--- config.mk ---
export PLATFORM = sky130hd
export DESIGN_NAME = axil_regs_top
export DESIGN_NICKNAME = d
export VERILOG_FILES = /design/src/design/axil_regs_pkg.sv /design/src/design/axil_regs_top.sv /design/src/design/axil_read_ctrl.sv /design/src/design/axil_write_ctrl.sv /design/src/design/axil_reg_file.sv
export VERILOG_INCLUDE_DIRS = /design/src /design/src/design
export SDC_FILE = /design/constraint.sdc
export NUM_CORES = 1
export LEC_CHECK = 0
export BUFFER_PORTS_ARGS = -buffer_cell sky130_fd_sc_hd__buf_4
export CAP_MARGIN = 5
export CORE_MARGIN = 2
export CORE_UTILIZATION = 33
export CTS_CLUSTER_SIZE = 16
export DETAILED_ROUTE_END_ITERATION = 16
export GPL_TIMING_DRIVEN = 0
export PLACE_DENSITY = 0.52
export SKIP_LAST_GASP = 1
export SLEW_MARGIN = 20
export SYNTH_ARGS = -nofsm -noshare
export SYNTH_HDL_FRONTEND = slang
export SYNTH_SLANG_ARGS = --single-unit
--- constraint.sdc ---
create_clock -name clk -period 5.5 [get_ports clk]
set_input_delay 1.1 -clock clk [delete_from_list [all_inputs] [get_ports clk]]
set_output_delay 1.1 -clock clk [all_outputs]
set_load 0.03 [all_outputs]
--- src/design/axil_regs_defines.svh ---
`ifndef AXIL_REGS_DEFINES_SVH
`define AXIL_REGS_DEFINES_SVH

// bus widths
`define AXIL_ADDR_W 32
`define AXIL_DATA_W 32

// register bank depth, index is 4 bits
`define AXIL_REG_COUNT 16

`endif
--- src/design/axil_regs_pkg.sv ---
`include "axil_regs_defines.svh"

package axil_regs_pkg;

    // AXI response codes used by this slave
    typedef enum logic [1:0] {
        OKAY   = 2'b00,
        SLVERR = 2'b10
    } axi_resp_t;

    // word address as seen by the register block
    typedef struct packed {
        logic [`AXIL_ADDR_W-7:0] upper;
        logic [3:0]              index;
        logic [1:0]              offset;
    } axil_addr_fields_t;

    // one address word, raw or split into fields
    typedef union packed {
        logic [`AXIL_ADDR_W-1:0] raw;
        axil_addr_fields_t       fields;
    } axil_addr_u;

endpackage

--- src/design/axil_regs_top.sv ---
`include "axil_regs_defines.svh"

module axil_regs_top
    import axil_regs_pkg::*;
(
    input  logic        clk,
    input  logic        rst_n,

    // write address
    input  logic        awvalid,
    output logic        awready,
    input  logic [31:0] awaddr,

    // write data
    input  logic        wvalid,
    output logic        wready,
    input  logic [31:0] wdata,
    input  logic [3:0]  wstrb,

    // write response
    output logic        bvalid,
    input  logic        bready,
    output axi_resp_t   bresp,

    // read address
    input  logic        arvalid,
    output logic        arready,
    input  logic [31:0] araddr,

    // read data
    output logic        rvalid,
    input  logic        rready,
    output logic [31:0] rdata,
    output axi_resp_t   rresp
);

    logic                    reg_wr_en;
    logic [3:0]              reg_wr_index;
    logic [3:0]              reg_wr_strb;
    logic [`AXIL_DATA_W-1:0] reg_wr_data;
    logic [3:0]              reg_rd_index;
    logic [`AXIL_DATA_W-1:0] reg_rd_data;

    axil_write_ctrl u_write_ctrl (
        .clk          (clk),
        .rst_n        (rst_n),
        .awvalid      (awvalid),
        .awready      (awready),
        .awaddr       (awaddr),
        .wvalid       (wvalid),
        .wready       (wready),
        .wdata        (wdata),
        .wstrb        (wstrb),
        .bvalid       (bvalid),
        .bready       (bready),
        .bresp        (bresp),
        .reg_wr_en    (reg_wr_en),
        .reg_wr_index (reg_wr_index),
        .reg_wr_strb  (reg_wr_strb),
        .reg_wr_data  (reg_wr_data)
    );

    axil_read_ctrl u_read_ctrl (
        .clk          (clk),
        .rst_n        (rst_n),
        .arvalid      (arvalid),
        .arready      (arready),
        .araddr       (araddr),
        .rvalid       (rvalid),
        .rready       (rready),
        .rdata        (rdata),
        .rresp        (rresp),
        .reg_rd_index (reg_rd_index),
        .reg_rd_data  (reg_rd_data)
    );

    axil_reg_file u_reg_file (
        .clk          (clk),
        .rst_n        (rst_n),
        .reg_wr_en    (reg_wr_en),
        .reg_wr_index (reg_wr_index),
        .reg_wr_strb  (reg_wr_strb),
        .reg_wr_data  (reg_wr_data),
        .reg_rd_index (reg_rd_index),
        .reg_rd_data  (reg_rd_data)
    );

endmodule

--- src/design/axil_read_ctrl.sv ---
`include "axil_regs_defines.svh"

module axil_read_ctrl
    import axil_regs_pkg::*;
(
    input  logic        clk,
    input  logic        rst_n,

    input  logic        arvalid,
    output logic        arready,
    input  logic [31:0] araddr,

    output logic        rvalid,
    input  logic        rready,
    output logic [31:0] rdata,
    output axi_resp_t   rresp,

    output logic [3:0]  reg_rd_index,
    input  logic [31:0] reg_rd_data
);

    typedef enum logic {
        R_IDLE,
        R_RESP
    } r_state_t;

    r_state_t   state;
    r_state_t   state_nxt;
    axil_addr_u ar_view;
    axil_addr_u rd_addr;
    logic       ar_ok;
    logic       ar_fire;

    assign arready = (state == R_IDLE);
    assign rvalid  = (state == R_RESP);
    assign ar_fire = arvalid && arready;

    always_ff @(posedge clk or negedge rst_n) begin
        if (!rst_n) begin
            state <= R_IDLE;
        end else begin
            state <= state_nxt;
        end
    end

    always_comb begin
        state_nxt = state;
        case (state)
            R_IDLE: begin
                if (arvalid) begin
                    state_nxt = R_RESP;
                end
            end
            R_RESP: begin
                if (rready) begin
                    state_nxt = R_IDLE;
                end
            end
            default: state_nxt = R_IDLE;
        endcase
    end

    // decode the incoming address directly
    assign ar_view.raw = araddr;
    assign ar_ok = (ar_view.fields.upper == '0) && (ar_view.fields.offset == 2'b00);

    // storage index follows araddr while idle, else the held address
    assign reg_rd_index = (state == R_IDLE) ? ar_view.fields.index : rd_addr.fields.index;

    // data sampled at the AR beat, so later writes don't show up
    always_ff @(posedge clk or negedge rst_n) begin
        if (!rst_n) begin
            rd_addr.raw <= '0;
            rdata       <= '0;
            rresp       <= OKAY;
        end else if (ar_fire) begin
            rd_addr.raw <= araddr;
            rdata       <= ar_ok ? reg_rd_data : '0;
            rresp       <= ar_ok ? OKAY : SLVERR;
        end
    end

    // held read beat must stay put under back-pressure
    a_r_stable: assert property (
        @(posedge clk) disable iff (!rst_n)
        rvalid && !rready |=> rvalid && $stable(rdata) && $stable(rresp)
    );

endmodule

--- src/design/axil_write_ctrl.sv ---
`include "axil_regs_defines.svh"

module axil_write_ctrl
    import axil_regs_pkg::*;
(
    input  logic        clk,
    input  logic        rst_n,

    input  logic        awvalid,
    output logic        awready,
    input  logic [31:0] awaddr,

    input  logic        wvalid,
    output logic        wready,
    input  logic [31:0] wdata,
    input  logic [3:0]  wstrb,

    output logic        bvalid,
    input  logic        bready,
    output axi_resp_t   bresp,

    output logic        reg_wr_en,
    output logic [3:0]  reg_wr_index,
    output logic [3:0]  reg_wr_strb,
    output logic [31:0] reg_wr_data
);

    typedef enum logic [1:0] {
        W_IDLE,
        W_DATA,
        W_RESP
    } w_state_t;

    w_state_t   state;
    w_state_t   state_nxt;
    axil_addr_u wr_addr;
    logic       addr_ok;
    logic       aw_fire;
    logic       w_fire;

    assign awready = (state == W_IDLE);
    assign wready  = (state == W_DATA);
    assign bvalid  = (state == W_RESP);

    assign aw_fire = awvalid && awready;
    assign w_fire  = wvalid && wready;

    always_ff @(posedge clk or negedge rst_n) begin
        if (!rst_n) begin
            state <= W_IDLE;
        end else begin
            state <= state_nxt;
        end
    end

    always_comb begin
        state_nxt = state;
        case (state)
            W_IDLE: begin
                if (awvalid) begin
                    state_nxt = W_DATA;
                end
            end
            W_DATA: begin
                if (wvalid) begin
                    state_nxt = W_RESP;
                end
            end
            W_RESP: begin
                if (bready) begin
                    state_nxt = W_IDLE;
                end
            end
            default: state_nxt = W_IDLE;
        endcase
    end

    // address held from AW until the response is taken
    always_ff @(posedge clk or negedge rst_n) begin
        if (!rst_n) begin
            wr_addr.raw <= '0;
        end else if (aw_fire) begin
            wr_addr.raw <= awaddr;
        end
    end

    // only word aligned offsets 0x00..0x3C are accepted
    assign addr_ok = (wr_addr.fields.upper == '0) && (wr_addr.fields.offset == 2'b00);

    always_ff @(posedge clk or negedge rst_n) begin
        if (!rst_n) begin
            bresp <= OKAY;
        end else if (w_fire) begin
            bresp <= addr_ok ? OKAY : SLVERR;
        end
    end

    // a rejected write never reaches the storage
    assign reg_wr_en    = w_fire && addr_ok;
    assign reg_wr_index = wr_addr.fields.index;
    assign reg_wr_strb  = wstrb;
    assign reg_wr_data  = wdata;

    // response must not move while the master stalls
    a_b_stable: assert property (
        @(posedge clk) disable iff (!rst_n)
        bvalid && !bready |=> bvalid && $stable(bresp)
    );

    // every register update is a W beat and is answered on B next cycle
    a_wr_en_on_w: assert property (
        @(posedge clk) disable iff (!rst_n)
        reg_wr_en |-> (wvalid && wready) ##1 (bvalid && bresp == OKAY)
    );

endmodule

--- src/design/axil_reg_file.sv ---
`include "axil_regs_defines.svh"

module axil_reg_file (
    input  logic        clk,
    input  logic        rst_n,
    input  logic        reg_wr_en,
    input  logic [3:0]  reg_wr_index,
    input  logic [3:0]  reg_wr_strb,
    input  logic [31:0] reg_wr_data,
    input  logic [3:0]  reg_rd_index,
    output logic [31:0] reg_rd_data
);

    localparam int BYTES = `AXIL_DATA_W / 8;

    logic [`AXIL_DATA_W-1:0] regs [`AXIL_REG_COUNT];

    // byte lanes only change where the strobe is set
    always_ff @(posedge clk or negedge rst_n) begin
        if (!rst_n) begin
            for (int i = 0; i < `AXIL_REG_COUNT; i++) begin
                regs[i] <= '0;
            end
        end else if (reg_wr_en) begin
            for (int b = 0; b < BYTES; b++) begin
                if (reg_wr_strb[b]) begin
                    regs[reg_wr_index][b*8 +: 8] <= reg_wr_data[b*8 +: 8];
                end
            end
        end
    end

    // plain lookup, no read latency
    assign reg_rd_data = regs[reg_rd_index];

endmodule

==> impl_metrics.yaml <==
synth:
  ys_ff_latch: 585
  async_reset_ff_share_pct: 100.0
  ys_types: 38
  synth-edff-count: 0
  synth_warnings: 0
  netlist_instances: 2171
  syn_avg_cell_area_um2: 12.25
  ys.flop_type: "dfrtp_1"
  synthesis.area_um2: 26610
  ys_seq_area_share_pct: 55.02
layout:
  syn2layout_area_growth_pct: 18.05
  seq_area_um2: 14640
  final_cell_mix: "dfrtp_1, nand2_1, mux2_2, mux2_1, a21oi_1"
  post_layout_nonfiller_instances: 3499
  multi_input_area_um2: 11380
  drive_gt1_share_pct: 26.86
  mostFrequentLayoutCell: "dfrtp_1"
  layout.nets: 2501
  fillCellCount: 7674
  diodes: 0
sta:
  timing.final.crit_period_ps: 3334
  hold_violations: 0
  setup_viol: 0
  drv_slew: 0
  worstMarginPinSlew_ps: 1104
  rsz0062_at_grt: "false"
  setup_ws_ps: 2166
  fmax_mhz: 299.9
  timing.slew.headroom_pct: 26.42
  clock_skew_ps: 25.32
  post-route-period-util_pct: 60.63
cts:
  clkSlewWorstSetupHoldPaths_ps: 60
  clock_sinks: 585
  htree_num_levels: 3
  clock_path_buffers: 3
  cts_setup_buffers: 0
  cts_buffers: 68
  cts_hold_buffers: 0
  cts-root-buf: "clkbuf_16"
  post_cts_resized: 0
  clk_latency_ps: 610
  cts_tree: "built"
power:
  power_uw: 10450
  p_leak_uw: 0.01453
  ir_worst_vdd_mv: 0.2139
  p_per_area_nw_per_um2: 332.6
worst_setup_path:
  start_kind: "primary input"
  crit_path_end_kind: "flip-flop"
  arrival_ps: 3780
  cp_max_fo: 10
  criticalPathCategory: "in -> reg"
  required_ps: 5950
floorplan:
  die_x_um: 287.9
  coreArea_um2: 80160
  start_util_pct: 33.19
  rows: 104
  io-pin-count: 148
  die_y_um: 287.9
  die_area_um2: 82910
placement:
  place_ws_ps: 1520
  dp.cells: 3384
  io_buffers: 145
  hpwl_mm: 55.54
  gp_congestion: 0.8081
route:
  routedWlPerCell_um: 23.61
  drc: 0
  drt_first_pass_iters: 6
  vias: 18390
  vias_per_cell: 5.256
  drt_iter0_drc: 1567
  ant_nets: 0
  drt_wl_total_mm: 82.62
global_routing:
  grt_use_met3_pct: 4.675
  met2_usage_pct: 32.03
  grt_overflow: 0
  antenna_found_initial: 1
  grt_use_met1_pct: 26.58
  track_usage_pct: 20.05
  grt_max_degree: 103
  grt_pass1_vias: 19361
  grt_pass1_wl_mm: 123.3
  grt_busiest_layer: "met2"
outcome:
  status: "finished, final reports clean"
hold_path:
  hold_path.class: "in -> async"
run:
  maxCapViolCount: 0
## report_power, final
group,switching (uW),total [uW],internal (uW)
combinational,1050,1410,367
clock,1790,4490,2700
sequential,109,4540,4430
## path summary, 6_finish.rpt
kind	from	end	slack, ps	cells after the start
max	araddr[5]	u_read_ctrl.rdata[9]$_DFFE_PN0P_	2170	8
min	rst_n	u_write_ctrl.wr_addr[12]$_DFFE_PN0P_	340	1
min in group clk	u_reg_file.regs[504]$_DFFE_PN0P_	u_reg_file.regs[504]$_DFFE_PN0P_	480	1
max in group asynchronous	rst_n	u_reg_file.regs[219]$_DFFE_PN0P_	3350	4
max reg2reg	u_read_ctrl.rvalid$_DFF_PN0_	u_read_ctrl.rdata[9]$_DFFE_PN0P_	2300	7
min reg2reg	u_reg_file.regs[504]$_DFFE_PN0P_	u_reg_file.regs[504]$_DFFE_PN0P_	480	1
## cells in the mapped netlist, drive strengths merged (10+ instances only)
| cell type | count | area [um^2] |
|---|---|---|
| o22ai | 32 | 200.2 |
| a21oi | 157 | 785.8 |
| nand2 | 364 | 1369 |
| o31ai | 31 | 232.7 |
| nor4 | 75 | 469.2 |
| mux2i | 103 | 1031 |
| nand3 | 10 | 100.1 |
| dfrtp | 585 | 14640 |
| o21ai | 34 | 170.2 |
| buf | 54 | 304.0 |
| mux2 | 549 | 6182 |
| clkbuf | 75 | 281.5 |
| nor2 | 69 | 619.3 |
## worst max-delay path: stages
cell and delay (ps):
buf_4 130, inv_1 80, o32a_1 140, buf_1 690, clkbuf_1 870, a21oi_1 80
nor4_1 530, o31ai_1 150
## metal layers
layer  vias up  part of all wire, %  wire length [um]
met5         -                    0                 0
met4         0                  3.6              2955
met3       166                  6.7              5562
met2       538                   46             38140
met1      9554                   44             35960
li1       8132                    -                 -
## sequential cells by signal (all words and copies together) (netlist names)
name and cells:
u_reg_file.regs 512, u_read_ctrl.rdata 32, u_write_ctrl.wr_addr 32, u_read_ctrl.rd_addr 4
u_write_ctrl.state 2, u_read_ctrl.rresp 1, u_read_ctrl.rvalid 1, u_write_ctrl.bresp 1
## final cells by class
class / instances / area share [%]
inverters: 5 / 0.05975
repair buffers: 152 / 4.051
well taps: 1060 / 4.223
multi-input cells: 1453 / 36.23
flip-flops and latches: 585 / 46.61
clock inverters: 15 / 0.5816
plain buffers: 129 / 1.864
clock buffers: 100 / 6.386
## through the flow
| stage | setup TNS, ps | utilization [%] | area (um^2) | hold slack, ps |
|---|---|---|---|---|
| after floorplan | 0 | - | 26610 | 440.1 |
| after global placement | -1686580 | 36.21 | 29020 | 463.7 |
| after detailed placement | 0 | 36.45 | 29220 | 466.9 |
| after CTS | 0 | 39.18 | 31410 | 317.5 |
| after global routing | 0 | 39.18 | 31410 | 324.9 |
| final | 0 | 39.18 | 31410 | 343.7 |
## cell families after synthesis
family	Yosys count	share of synthesized area [%]
buf+inv	134	2.271
other cells	1	0.01409
compound gates	262	5.479
mux	652	27.11
simple gates	537	10.10
flops	585	55.02
Power figures use the tool's default switching activity.
